$ cat src/common/logger_consts.svh
`ifndef LOGGER_CONSTS_SVH
`define LOGGER_CONSTS_SVH

// Captured sample layout
`define LOG_SIG_WIDTH 16   // Watched signal, used for change detection
`define LOG_IGN_WIDTH 16   // Side field, carried along but never compared
`define LOG_WORD_WIDTH 32  // {side, sig}

// Packet framing
`define LOG_PACKET_SIZE 8  // Captured words per packet
`define LOG_PKT_WIDTH 3    // Holds 0 .. LOG_PACKET_SIZE-1

// Word FIFO
`define LOG_FIFO_DEPTH 16  // Power of two, pointers wrap naturally
`define LOG_LEVEL_WIDTH 5  // Holds 0 .. LOG_FIFO_DEPTH

// Output stream
`define LOG_BYTE_WIDTH 8

`endif

$ cat src/common/sample_pkg.sv
`default_nettype none

`include "logger_consts.svh"

package sample_pkg;

  typedef logic [`LOG_SIG_WIDTH-1:0] sig_t;
  typedef logic [`LOG_IGN_WIDTH-1:0] side_t;

  // Side field in the upper half, watched signal in the lower half
  typedef struct packed {
    side_t side;
    sig_t  sig;
  } sample_word_t;

  // One FIFO slot, last marks the final word of a packet
  typedef struct packed {
    logic         last;
    sample_word_t word;
  } fifo_entry_t;

  typedef logic [`LOG_PKT_WIDTH-1:0] pkt_count_t;  // Word position in packet

endpackage

`default_nettype wire

$ cat src/common/stream_pkg.sv
`default_nettype none

`include "logger_consts.svh"

package stream_pkg;

  // One byte on the output stream
  typedef logic [`LOG_BYTE_WIDTH-1:0] stream_byte_t;

  // Number of entries held in the word FIFO, 0 through full depth
  typedef logic [`LOG_LEVEL_WIDTH-1:0] fifo_level_t;

endpackage

`default_nettype wire

$ cat src/framer/change_framer.sv
`default_nettype none

`include "logger_consts.svh"

module change_framer (
  input  wire logic               clock,
  input  wire logic               rst_i,
  input  wire logic               enable_i,
  input  wire sample_pkg::sig_t   sig_i,
  input  wire sample_pkg::side_t  side_i,
  input  wire logic               wr_ready_i,
  output logic                    wr_valid_o,
  output sample_pkg::fifo_entry_t wr_entry_o
);

  sample_pkg::sig_t       sig_q;    // Previous watched value
  sample_pkg::side_t      side_q;
  sample_pkg::pkt_count_t count_q;  // Words already captured in this packet
  logic                   last_q;
  logic                   capture;
  logic                   pkt_end;

  // A change is only taken when the FIFO can still hold it
  assign capture = wr_ready_i && (sig_i != sig_q);
  assign pkt_end = (count_q == sample_pkg::pkt_count_t'(`LOG_PACKET_SIZE - 1));

  always_ff @(posedge clock) begin
    if (rst_i || !enable_i) begin
      // All ones, so the first sample after enable usually differs
      sig_q      <= '1;
      count_q    <= '0;
      wr_valid_o <= 1'b0;
      last_q     <= 1'b0;
    end else begin
      sig_q      <= sig_i;  // Updates even when the change is dropped
      wr_valid_o <= capture;  // One-cycle write pulse
      last_q     <= capture && pkt_end;
      if (capture) begin
        count_q <= pkt_end ? '0 : count_q + 1'b1;
      end
    end
  end

  // Side field follows the watched signal into the same word
  always_ff @(posedge clock) begin
    side_q <= side_i;
  end

  assign wr_entry_o = '{
    last: last_q,
    word: '{side: side_q, sig: sig_q}
  };

endmodule

`default_nettype wire

$ cat src/source/sample_fifo.sv
`default_nettype none

`include "logger_consts.svh"

module sample_fifo (
  input  wire logic                     clock,
  input  wire logic                     rst_i,
  input  wire logic                     wr_valid_i,
  input  wire sample_pkg::fifo_entry_t  wr_entry_i,
  output logic                          wr_ready_o,
  output logic                          rd_valid_o,
  output sample_pkg::fifo_entry_t       rd_entry_o,
  input  wire logic                     rd_ready_i,
  output stream_pkg::fifo_level_t       level_o
);

  localparam int PTR_WIDTH = $clog2(`LOG_FIFO_DEPTH);
  localparam stream_pkg::fifo_level_t FULL_LEVEL =
    stream_pkg::fifo_level_t'(`LOG_FIFO_DEPTH);
  localparam stream_pkg::fifo_level_t LAST_FREE =
    stream_pkg::fifo_level_t'(`LOG_FIFO_DEPTH - 1);

  sample_pkg::fifo_entry_t mem_q [`LOG_FIFO_DEPTH];
  logic [PTR_WIDTH-1:0]    wr_ptr_q;
  logic [PTR_WIDTH-1:0]    rd_ptr_q;
  stream_pkg::fifo_level_t count_q;
  logic                    full;
  logic                    wr_fire;
  logic                    rd_fire;

  assign full    = (count_q == FULL_LEVEL);
  assign wr_fire = wr_valid_i && !full;
  assign rd_fire = rd_valid_o && rd_ready_i;

  // The framer decides one cycle before its write lands, so the last
  // free slot counts as taken while a write is arriving
  assign wr_ready_o = wr_valid_i ? (count_q < LAST_FREE) : (count_q <= LAST_FREE);

  // First-word fall-through, head entry is always on the output
  assign rd_valid_o = (count_q != '0);
  assign rd_entry_o = mem_q[rd_ptr_q];
  assign level_o    = count_q;

  always_ff @(posedge clock) begin
    if (wr_fire) begin
      mem_q[wr_ptr_q] <= wr_entry_i;
    end
  end

  always_ff @(posedge clock) begin
    if (rst_i) begin
      wr_ptr_q <= '0;
      rd_ptr_q <= '0;
      count_q  <= '0;
    end else begin
      if (wr_fire) begin
        wr_ptr_q <= wr_ptr_q + 1'b1;  // Wraps at depth
      end
      if (rd_fire) begin
        rd_ptr_q <= rd_ptr_q + 1'b1;
      end

      // Level moves on the same edge as the write or read
      case ({wr_fire, rd_fire})
        2'b10:   count_q <= count_q + 1'b1;
        2'b01:   count_q <= count_q - 1'b1;
        default: count_q <= count_q;  // Idle, or write and read together
      endcase
    end
  end

endmodule

`default_nettype wire

$ cat src/source/word_serializer.sv
`default_nettype none

`include "logger_consts.svh"

module word_serializer (
  input  wire logic                     clock,
  input  wire logic                     rst_i,
  input  wire logic                     rd_valid_i,
  input  wire sample_pkg::fifo_entry_t  rd_entry_i,
  output logic                          rd_ready_o,
  output logic                          m_tvalid_o,
  input  wire logic                     m_tready_i,
  output stream_pkg::stream_byte_t      m_tdata_o,
  output logic                          m_tlast_o
);

  localparam logic [1:0] LAST_BYTE = 2'(`LOG_WORD_WIDTH / `LOG_BYTE_WIDTH - 1);

  sample_pkg::sample_word_t word_q;
  logic                     last_q;   // Packet end flag of the held word
  logic                     held_q;   // A word is being sent
  logic [1:0]               idx_q;    // Byte currently on the stream
  logic                     byte_fire;
  logic                     word_done;

  assign byte_fire = held_q && m_tready_i;
  assign word_done = byte_fire && (idx_q == LAST_BYTE);

  // Take the next word while the final byte leaves, no bubble between words
  assign rd_ready_o = !held_q || word_done;

  assign m_tvalid_o = held_q;
  assign m_tdata_o  = word_q[{idx_q, 3'b000} +: `LOG_BYTE_WIDTH];  // Low byte first
  assign m_tlast_o  = held_q && last_q && (idx_q == LAST_BYTE);

  always_ff @(posedge clock) begin
    if (rst_i) begin
      held_q <= 1'b0;
      idx_q  <= '0;
    end else if (rd_valid_i && rd_ready_o) begin
      held_q <= 1'b1;
      idx_q  <= '0;
    end else if (word_done) begin
      held_q <= 1'b0;  // FIFO was empty
      idx_q  <= '0;
    end else if (byte_fire) begin
      idx_q <= idx_q + 1'b1;
    end
  end

  // Payload only changes on a load, so it stays stable under back-pressure
  always_ff @(posedge clock) begin
    if (rd_valid_i && rd_ready_o) begin
      word_q <= rd_entry_i.word;
      last_q <= rd_entry_i.last;
    end
  end

endmodule

`default_nettype wire

$ cat src/source/telemetry_logger.sv
`default_nettype none

module telemetry_logger (
  input  wire logic                 clock,
  input  wire logic                 rst_i,
  input  wire logic                 enable_i,
  input  wire sample_pkg::sig_t     sig_i,
  input  wire sample_pkg::side_t    side_i,
  output stream_pkg::fifo_level_t   level_o,
  output logic                      m_tvalid_o,
  input  wire logic                 m_tready_i,
  output stream_pkg::stream_byte_t  m_tdata_o,
  output logic                      m_tlast_o
);

  // Framer to FIFO
  logic                    wr_valid;
  logic                    wr_ready;
  sample_pkg::fifo_entry_t wr_entry;

  // FIFO to serializer
  logic                    rd_valid;
  logic                    rd_ready;
  sample_pkg::fifo_entry_t rd_entry;

  change_framer u_framer (
    .clock      (clock),
    .rst_i      (rst_i),
    .enable_i   (enable_i),
    .sig_i      (sig_i),
    .side_i     (side_i),
    .wr_ready_i (wr_ready),
    .wr_valid_o (wr_valid),
    .wr_entry_o (wr_entry)
  );

  sample_fifo u_fifo (
    .clock      (clock),
    .rst_i      (rst_i),
    .wr_valid_i (wr_valid),
    .wr_entry_i (wr_entry),
    .wr_ready_o (wr_ready),
    .rd_valid_o (rd_valid),
    .rd_entry_o (rd_entry),
    .rd_ready_i (rd_ready),
    .level_o    (level_o)
  );

  word_serializer u_serializer (
    .clock      (clock),
    .rst_i      (rst_i),
    .rd_valid_i (rd_valid),
    .rd_entry_i (rd_entry),
    .rd_ready_o (rd_ready),
    .m_tvalid_o (m_tvalid_o),
    .m_tready_i (m_tready_i),
    .m_tdata_o  (m_tdata_o),
    .m_tlast_o  (m_tlast_o)
  );

endmodule

`default_nettype wire

$ cat config.mk
export PLATFORM = sky130hd
export DESIGN_NAME = telemetry_logger
export DESIGN_NICKNAME = d
export VERILOG_FILES = /design/src/common/sample_pkg.sv /design/src/common/stream_pkg.sv /design/src/framer/change_framer.sv /design/src/source/sample_fifo.sv /design/src/source/word_serializer.sv /design/src/source/telemetry_logger.sv
export VERILOG_INCLUDE_DIRS = /design/src /design/src/common
export SDC_FILE = /design/constraint.sdc
export NUM_CORES = 1
export LEC_CHECK = 0
export BUFFER_PORTS_ARGS = -buffer_cell sky130_fd_sc_hd__buf_4
export CORE_MARGIN = 3
export CORE_UTILIZATION = 45
export CTS_CLUSTER_SIZE = 12
export DETAILED_ROUTE_END_ITERATION = 6
export PLACE_DENSITY = 0.61
export SKIP_CTS_REPAIR_TIMING = 1
export SYNTH_ARGS = -nofsm -noshare
export SYNTH_HDL_FRONTEND = slang
export SYNTH_SLANG_ARGS = --single-unit
$ cat constraint.sdc
create_clock -name clock -period 7.5 [get_ports clock]
set_input_delay 0.375 -clock clock [delete_from_list [all_inputs] [get_ports clock]]
set_output_delay 0.375 -clock clock [all_outputs]
set_load 0.02 [all_outputs]
# --- Word-level counts from Yosys, hierarchy flattened ---
# Memories as Yosys holds them, arrays and structs flattened. A register that Yosys moved wholly into a read port is not among the register bits.
# Index checks and enable logic that the tools add are counted.
# Widths: inputs -> output; s select.
word_totals:
  elab_cells: 50
  inputBits: 36
  latch_bits: 0
  ramBits: 528
  mem_count: 1
  romBits: 0
  ff_bits: 53
  output_inout_bits: 15
memory_table:
  columns: ["memory", "words", "width", "rd", "rd_clocked_by_memory_dff", "write_ports", "line_no", "text"]
  rows:
  - ["u_fifo.mem_q", 16, 33, 1, 1, 1, "sample_fifo.sv:23", "sample_pkg::fifo_entry_t mem_q [`LOG_FIFO_DEPTH];"]
classes:
  eq_ne: 6
  div_mod_pow: 0
  add_sub_neg: 6
  n_lt_le_gt_ge: 2
  bitwise_logic: 0
  multipliers: 0
  muxes: 7
  reduce_logical: 17
  shifts: 1
op_table:
  columns: ["cell", "n"]
  rows:
  - ["$shiftx 32x6->8", 1]
  - ["$ne 16x16->1", 1]
  - ["$pmux 5 s2", 1]
  - ["$add 4x1->4 const B", 2]
  - ["$logic_and 1x1->1", 8]
  - ["$add 5x1->5 const B", 1]
  - ["$eq 5x5->1 const B", 1]
  - ["$le 5x4->1 const B", 1]
  - ["$lt 5x4->1 const B", 1]
  - ["$mux 1", 5]
  - ["$reduce_bool 5->1", 1]
  - ["$sub 5x1->5 const B", 1]
  - ["$eq 2x2->1 const B", 2]
  - ["$reduce_bool 2->1", 2]
  - ["$add 3x1->3 const B", 1]
  - ["$eq 3x3->1 const B", 1]
  - ["$logic_not 1->1", 3]
  - ["$mux 3", 1]
  - ["$reduce_or 3->1", 1]
  - ["$add 2x1->2 const B", 1]
  - ["$eq 2x1->1 const B", 1]
  - ["$logic_or 1x1->1", 2]

# --- Longest topological paths before layout ---
# Gate-level depths: netlist of run 1.
logic_depth:
  depth_word: 6
  mapped_depth: 12
  depth_no_buf: 11

# --- Hierarchy ---
# A second synthesis of run 1 with hierarchy kept.
hier_totals:
  hier_cells: 1093
  area_unflattened_um2: 23297.3
modules_own_cells:
  columns: ["mod", "instances", "seq_area_each_um2", "area_per_inst_um2", "cells_each"]
  rows:
  - ["sample_fifo", 1, 16195.5, 20789.9, 941]
  - ["word_serializer", 1, 1051.0, 1375.1, 60]
  - ["change_framer", 1, 740.7, 1132.3, 92]

# --- Least setup slack after synthesis of run 1 ---
# Ideal clock, no wire load.
synth_path:
  path_kind: "register to register"
  start: "reg u_fifo.count_q[1], in the netlist u_fifo.level_o[1]"
  end: "reg u_fifo.count_q[4], in the netlist u_fifo.level_o[4]"
  stages_incl_launch_ff: 12
  t_arrival_ns: 4.547
  n_path_buf: 1
  setup_ns: 0.070
  period_less_slack_ns: 4.618
  slack_ns: 2.882
  cell_sequence: "dfxtp_1 buf_2 nor4_1 a22oi_1 ha_1 xor2_1 ha_1 a211o_1 a21oi_1 a221oi_1 or3_1 a21oi_1"
synth_via:
  word_cells_on_any_way: 11
  classes_between: "add/sub: 2; eq/ne: 3; mux: 1; reduce/logical: 5"
synth_rtl:
  columns: ["item", "line_no", "text"]
  rows:
  - ["from (decl)", "sample_fifo.sv:26", "stream_pkg::fifo_level_t count_q;"]
  - ["from (signal assigned)", "sample_fifo.sv:65", "2'b10: count_q <= count_q + 1'b1;"]
  - ["from (signal assigned)", "sample_fifo.sv:66", "2'b01: count_q <= count_q - 1'b1;"]
  - ["from (signal assigned)", "sample_fifo.sv:67", "default: count_q <= count_q;"]
  - ["$reduce_bool 5->1 *", "sample_fifo.sv:40", "assign rd_valid_o = (count_q != '0);"]
  - ["$logic_and 1x1->1 *", "sample_fifo.sv:33", "assign rd_fire = rd_valid_o && rd_ready_i;"]
  - ["named net u_fifo.rd_fire", "sample_fifo.sv:29", "logic rd_fire;"]
  - ["$eq 2x1->1 / $eq 2x2->1 (equally long branches)", "sample_fifo.sv:64", "case ({wr_fire, rd_fire})"]
  - ["$pmux 5 s2 / $reduce_bool 2->1 (equally long branches)", null, null]
# Mark *: on every way through the listed nets, which the timed path passes. The rest lies on a longest branch.
# A chain may end at the register's enable or synchronous reset.

# --- Final worst setup path of run 1 ---
layout_path:
  start: "reg u_serializer.idx_q[0]"
  end: "reg u_fifo.count_q[4], in the netlist u_fifo.level_o[4]"
layout_via:
  elab_chain_len: 6
  word_cells_on_any_way: 8
  classes_between: "eq/ne: 3; mux: 1; reduce/logical: 4"
layout_rtl:
  columns: ["item", "line_no", "text"]
  rows:
  - ["from (decl)", "word_serializer.sv:22", "logic [1:0] idx_q;"]
  - ["from (signal assigned)", "word_serializer.sv:47", "idx_q <= idx_q + 1'b1;"]
  - ["$eq 2x2->1 *", "word_serializer.sv:27", "assign word_done = byte_fire && (idx_q == LAST_BYTE);"]
  - ["$logic_and 1x1->1 *", "word_serializer.sv:27", null]
  - ["$logic_or 1x1->1 *", "word_serializer.sv:30", "assign rd_ready_o = !held_q || word_done;"]
  - ["$logic_and 1x1->1 *", "sample_fifo.sv:33", null]
  - ["named net u_fifo.rd_fire", "sample_fifo.sv:29", null]
  - ["$eq 2x1->1 / $eq 2x2->1 (equally long branches)", "sample_fifo.sv:64", null]
  - ["$pmux 5 s2 / $reduce_bool 2->1 (equally long branches)", null, null]
# Marked as above.

==> out/qor.yml, run 1 <==
run_status:
  outcome: "complete, no violations"
cells_and_area:
  final.fill_count: 3842
  final_nets: 1157
  mostFrequentLayoutCells: "sky130_fd_sc_hd__edfxtp_1 (561), sky130_fd_sc_hd__mux4_2 (173), sky130_fd_sc_hd__buf_4 (78), sky130_fd_sc_hd__clkbuf_16 (70), sky130_fd_sc_hd__dfxtp_1 (49)"
  layout-drive-gt1-share: 0.304
  area.growth.synth_to_final_pct: 15.2
  commonest_non_fill_non_tap_cell_in_the_layout: "sky130_fd_sc_hd__edfxtp_1"
  antenna-diode-count: 0
  post_layout_nonfiller_instances: 1831
worst_setup_path:
  critical_path.n_buffers_inverters: 1
  cpLargestDelayFamily: "flip-flops"
  worstSetupEndpointType: "register"
  worst-endpoint-arrival_ns: 3.76
  worst_path_most_repeated_cell: "sky130_fd_sc_hd__ha_1"
  rrSetupSlack_ns: 4.24
  start_kind: "register"
  path_cells: "ha_1, nand2_1, a22oi_2, buf_4, ha_1, o21ai_0, o22ai_1, a221oi_1, or3_1, a21oi_1"
  timing.setup.critical_path_class: "reg -> reg"
  worst_endpoint_required_time_ns: 8.01
  crit_fanout: 40
  crit_path_max_incr_delay_ns: 0.83
  worst_path_max_delay_cell: "sky130_fd_sc_hd__dfxtp_1"
timing:
  fmax_mhz: 307
  tightest_slew_ns: 1.10
  fin_setup_tns_ns: 0
  period_needed_ns: 3.26
  max_slew_margin: 0.269
  timing.final.max_slew_violations: 0
  timing.final.ws_setup_ns: 4.24
  final_min_period_over_clock_period: 0.434
  grt_setup_unrepaired: "false"
  hold_violations: 0
  finalClockSkew_ns: 0.0215
  timing.final.setup_violations: 0
logic_synthesis:
  synthesis.instances: 990
  asyncSetResetFlopFracSynth: 0
  yosysSeqAreaShare: 0.776
  netlist_area_sq_um: 23100
  post_synth_edffs: 561
  postSynth.topFlopCell: "sky130_fd_sc_hd__edfxtp_1"
  ys.warnings.count: 0
  mappedNetlistNets: 1038
  synth_cell_type_count: 37
  yosys_register_bits: 614
  synth.avg_cell_area_sq_um: 23.3
global_route:
  grt_use_met1: 0.275
  grt_start_max_net_pins: 69
  use_met2: 0.306
  globalRoute.totalOverflow: 0
  grt_first_pass_wirelength_um: 73800
  grt_use_met3: 0.0332
  grt_pass1_vias: 10700
  globalRoute.busiestLayer: "met2"
  grt_antenna_before_repair: 0
  grtUsageTotal: 0.191
die:
  die-width_um: 232
  initial_core_util: 0.458
  design.portCount: 51
  chipHeight_um: 232
  die_area_sq_um: 54000
  core_area_sq_um: 50400
  placement_rows: 82
route:
  antenna_violating_nets_post_route: 0
  vias_per_cell: 5.69
  detailedRoute.firstIterationViolations: 1096
  drcViolationCount: 0
  wire_per_inst_um: 27.3
  total_number_of_vias: 10400
  detail_route.first_pass.iterations: 5
  drt-total-wl_um: 50000
power_and_ir_drop:
  power_density_nw_per_um2: 320
  leakagePower_nw: 8.15
  vdd_drop_max_v: 0.000192
  design_power_total_mw: 8.51
cts:
  number_of_sinks_on_the_clock_net: 614
  clk_pin_slew_worst_paths_ns: 0.06
  ctsLongestPathBuffers: 3
  clock_tree.root_cell: "sky130_fd_sc_hd__clkbuf_16"
  cts_tree: "done"
  clock_h_tree_levels: 3
  clk_latency_ns: 0.58
  total_clock_buffers_created_by_cts: 66
placement:
  io_buffer_count: 50
  dp_worst_setup_slack_ns: 4.18
  finalWeightedCongestion: 0.738
  dpl.hpwl_um: 26300
  placed_cells: 1691
flow_run:
  maxCapViolCount: 0
worst_hold_path:
  hold_class: "in -> reg"
-- metal layers --
| metal | vias up | part of all wire |
|---|---|---|
| met4 | 0 | 0.017 |
| met3 | 68 | 0.057 |
| met1 | 5624 | 0.43 |
| met2 | 317 | 0.49 |
| met5 | - | 0 |
| li1 | 4405 | - |
-- final cells by class --
type	count	area, sq um	area share
Sequential cell	614	17900	0.674
Multi-Input combinational cell	322	4990	0.188
Clock buffer	99	1880	0.0708
Tap cell	672	841	0.0316
Timing Repair Buffer	100	806	0.0303
Clock inverter	19	120	0.00452
Inverter	5	18.8	0.000706
-- logic make-up after synthesis --
family,synth area share
AO/OA/AOI/OAI,0.00613
XOR/XNOR,0.00987
adder cells (fa/ha/maj),0.00651
buffers and inverters,0.0120
flip-flops,0.776
multiplexers,0.171
AND/OR/NAND/NOR,0.0183
-- path summary, 6_finish.rpt --
path                                             from                   to  cells past startpoint
worst max-delay path            u_serializer.idx_q[0]    u_fifo.level_o[4]                     10
worst min-delay path                         sig_i[8]    u_framer.sig_q[8]                      2
worst max register to register  u_serializer.idx_q[0]    u_fifo.level_o[4]                     10
worst min register to register    u_framer.count_q[1]  u_framer.count_q[1]                      2
-- cells in the mapped netlist, drive strengths merged, types with 12 or more instances --
cell | instances | area [sq um]
buf | 25 | 169
ha | 12 | 150
xnor2 | 19 | 166
nand2b | 20 | 125
dfxtp | 53 | 1060
nor2 | 24 | 90.1
nand2 | 15 | 56.3
mux4 | 173 | 3900
clkbuf | 24 | 90.1
edfxtp | 561 | 16800
-- worst reg2reg max path: stages, from the launching register on --
cell and delay, ns:
sky130_fd_sc_hd__dfxtp_1 0.83, sky130_fd_sc_hd__ha_1 0.33, sky130_fd_sc_hd__nand2_1 0.10, sky130_fd_sc_hd__a22oi_2 0.16, sky130_fd_sc_hd__buf_4 0.62, sky130_fd_sc_hd__ha_1 0.35, sky130_fd_sc_hd__o21ai_0 0.09, sky130_fd_sc_hd__o22ai_1 0.13
sky130_fd_sc_hd__a221oi_1 0.10, sky130_fd_sc_hd__or3_1 0.32, sky130_fd_sc_hd__a21oi_1 0.14
-- through the flow --
step	cell area, sq um	util	hold WS [ns]
floorplan	23100	-	0.403
global placement	24400	0.484	0.448
detailed placement	24400	0.484	0.467
CTS	26400	0.523	-0.139
global route	26600	0.528	0.00548
finish	26600	0.528	0.00256
-- registers in the layout (all words and copies together) (netlist names) --
register                 cells
u_fifo.rd_ptr_q              4
u_fifo.wr_ptr_q              4
u_framer.wr_valid_o          1
u_fifo.mem_q               528
u_serializer.word_q         32
u_framer.side_q             16
u_serializer.m_tvalid_o      1
u_fifo.level_o               5
u_serializer.idx_q           2
u_serializer.last_q          1
u_framer.sig_q              16
u_framer.last_q              1
u_framer.count_q             3
-- power by group --
part           internal, mW  total, mW  switching, mW
clock                  1.77       3.02           1.25
combinational         0.706       1.35          0.640
sequential             3.96       4.14          0.189
total                  6.43       8.51           2.08
No activity file was read; power rests on OpenSTA's default activity.
==> run 2, diff against run 1 <==
Settings changed: ABC_AREA set to 1, PLACE_DENSITY 0.61 to 0.6.
Clock period 7.5 ns to 3.22 ns, I/O delays scaled along.
==> run 2 against run 1 <==
Register-to-register slack worse by 3.7 ns. Power grew to 2.6 times the previous value. Critical endpoint is now u_fifo.mem_q[5][24]. Wire length grew 20%. Synthesized cell count is 94% higher. Largest power group unchanged. Clock skew increased by 0.0036 ns. Sequential share of layout area fell by 3.1 points. Critical path depth decreased by 3.
==> out/qor.yml, run 2 <==
run_status:
  outcome: "complete, no violations"
worst_setup_path:
  worst-endpoint-arrival_ns: 2.95
  path_cells: "nor4_1, nand2_1, nand2_1, inv_1, nand2_1, nor2_4, buf_4"
  worst_path_max_delay_cell: "sky130_fd_sc_hd__nor2_4"
  worst_endpoint_required_time_ns: 3.47
  rrSetupSlack_ns: 0.52
  crit_path_max_incr_delay_ns: 0.71
  crit_fanout: 21
  timing.setup.critical_path_class: "reg -> reg"
  reg2reg_from: "u_fifo.level_o[1]"
  start_kind: "register"
  worst_path_most_repeated_cell: "sky130_fd_sc_hd__nand2_1"
  r2r_end: "u_fifo.mem_q[5][24]"
  timing.reg2reg.worst_path_depth: 7
  worstSetupEndpointType: "register"
global_route:
  grt_pass1_vias: 15000
  grt_antenna_before_repair: 0
  grt_start_max_net_pins: 159
  grtUsageTotal: 0.213
  globalRoute.totalOverflow: 0
  grt_first_pass_wirelength_um: 91200
logic_synthesis:
  yosys_register_bits: 614
  postSynth.topFlopCell: "sky130_fd_sc_hd__edfxtp_1"
  post_synth_most_frequent_cells: "sky130_fd_sc_hd__edfxtp_1 (561), sky130_fd_sc_hd__nor2_1 (453), sky130_fd_sc_hd__o21ai_0 (280)"
  netlist_area_sq_um: 24100
  ys.warnings.count: 0
  synth_top_cell_area_share: 0.700
  synth_cell_type_count: 26
  post_synth_edffs: 561
  yosysSeqAreaShare: 0.745
  synth.avg_cell_area_sq_um: 12.5
  asyncSetResetFlopFracSynth: 0
  mappedNetlistNets: 1972
  synth_top_cells_by_area: "sky130_fd_sc_hd__edfxtp_1 (70%), sky130_fd_sc_hd__nor2_1 (7.1%), sky130_fd_sc_hd__o21ai_0 (5.8%), sky130_fd_sc_hd__dfxtp_1 (4.4%), sky130_fd_sc_hd__o211ai_1 (4.1%)"
  yosys.cell_count.top_type: "sky130_fd_sc_hd__edfxtp_1"
  synthesis.instances: 1924
  synth_area_leader_cell: "sky130_fd_sc_hd__edfxtp_1"
cells_and_area:
  mostFrequentLayoutCells: "sky130_fd_sc_hd__edfxtp_1 (561), sky130_fd_sc_hd__nor2_1 (437), sky130_fd_sc_hd__o21ai_0 (280), sky130_fd_sc_hd__nand2_1 (142), sky130_fd_sc_hd__o211ai_1 (132)"
  postLayoutCoreUtil: 0.528
  final_nets: 2065
  area.growth.synth_to_final_pct: 15.8
  layout-drive-gt1-share: 0.101
  antenna-diode-count: 0
  commonest_non_fill_non_tap_cell_in_the_layout: "sky130_fd_sc_hd__edfxtp_1"
  final.fill_count: 4450
  biggestRegsByFlops: "u_fifo.mem_q: 528 flops, u_serializer.word_q: 32 flops"
  regMostFlops: "u_fifo.mem_q"
  largest_register_ff_count: 528
timing:
  grt_setup_unrepaired: "false"
  hold_violations: 0
  finalClockSkew_ns: 0.0251
  final_min_period_over_clock_period: 0.838
  tightest_hold_margin_ns: 0.218
  fmax_mhz: 371
  period_needed_ns: 2.70
  max_slew_margin: 0.385
  timing.final.max_slew_violations: 0
  timing.final.ws_setup_ns: 0.522
  timing.final.setup_violations: 0
  fin_setup_tns_ns: 0
  tightest_slew_ns: 0.920
route:
  detailedRoute.firstIterationViolations: 1512
  detail_route.first_pass.iterations: 7
  drt-total-wl_um: 59800
  antenna_violating_nets_post_route: 0
  vias_per_cell: 5.55
  total_number_of_vias: 15300
  wire_per_inst_um: 21.7
  drcViolationCount: 0
power_and_ir_drop:
  vdd_drop_max_v: 0.000580
  leakagePower_nw: 9.36
  design_power_total_mw: 21.8
  power_density_nw_per_um2: 783
placement:
  finalWeightedCongestion: 0.858
  dp_worst_setup_slack_ns: 0.494
  io_buffer_count: 50
  dpl.hpwl_um: 34500
die:
  core_area_sq_um: 52800
  initial_core_util: 0.456
  placement_rows: 84
  design.portCount: 51
  die_area_sq_um: 56300
  chipHeight_um: 237
  die-width_um: 237
cts:
  ctsLongestPathBuffers: 3
  total_clock_buffers_created_by_cts: 66
  clock_h_tree_levels: 3
  cts_tree: "done"
  clk_latency_ns: 0.59
  clk_pin_slew_worst_paths_ns: 0.06
  clock_tree.root_cell: "sky130_fd_sc_hd__clkbuf_16"
  number_of_sinks_on_the_clock_net: 614
worst_hold_path:
  holdCritStartpoint: "side_i[15]"
  hold-path-endpoint: "u_framer.side_q[15]"
  hold_class: "in -> reg"
  worstHoldPathCells: 2
flow_run:
  maxCapViolCount: 0
## run 2: cell count changes after synthesis, sizes merged, moves of 39 or more
cell and delta:
o21ai +315, o211ai +132, nor2 +429, inv +50, clkbuf +39, nand3 +42, nand2 +127, mux4 -173
## run 2: metal layers
metal / track usage / up-vias / wire, um
met2: 0.343 / 484 / 28400
met4: 0.0586 / 0 / 1060
met1: 0.305 / 7596 / 26500
met3: 0.0313 / 80 / 3740
li1: - / 7111 / -
met5: 0 / - / 0
## run 2: power by group
part | leakage, nW | switching, mW | internal, mW
combinational | 2.91 | 3.54 | 1.56
clock | 0.984 | 2.97 | 4.20
sequential | 5.46 | 0.316 | 9.22
total | 9.36 | 6.82 | 15.0
## run 2: worst max path at each step
stage	endpoint	startpoint	cells past startpoint	slack (ns)
6_report	u_fifo.mem_q[5][24]	u_fifo.level_o[1]	7	0.52
5_1_grt	u_fifo.mem_q[13][7]	u_fifo.level_o[1]	7	0.27
4_1_cts	u_fifo.mem_q[13][7]	u_fifo.level_o[1]	7	0.49
3_5_place_dp	u_fifo.mem_q[5][23]	u_fifo.level_o[1]	7	0.49
3_3_place_gp	u_fifo.mem_q[13][32]	u_fifo.level_o[1]	7	0.63
2_1_floorplan	u_fifo.mem_q[0][0]	u_fifo.level_o[1]	6	0.28
## run 2: cell type report
| class | instances | area (sq um) | area share |
|---|---|---|---|
| Clock buffer | 96 | 1880 | 0.0674 |
| Sequential cell | 614 | 17900 | 0.643 |
| Timing Repair Buffer | 139 | 1270 | 0.0456 |
| Tap cell | 688 | 861 | 0.0309 |
| Multi-Input combinational cell | 1139 | 5550 | 0.199 |
| Inverter | 57 | 221 | 0.00795 |
| Clock inverter | 20 | 146 | 0.00526 |
## run 2: critical path, delay by kind of cell, from the launching register on
family        cells  cell delay [ns]
buf+inv           2             0.59
flops             1             0.49
simple gates      5             1.30
## run 2: stage by stage
step / instances / cell area, sq um
after global routing: 2753 / 27800
after global placement: 2602 / 25500
after floorplan: 1924 / 24100
after detailed placement: 2602 / 25500
final: 2753 / 27800
after CTS: 2718 / 27500
## run 2: kinds of logic after synthesis
logic type	Yosys count	synth area share
DFF	614	0.745
AOI/OAI and AO/OA	475	0.113
xor gates and xnor gates	10	0.00364
buffers and inverters	171	0.0295
adders and majority gates	12	0.00624
and+or+nand+nor	642	0.103
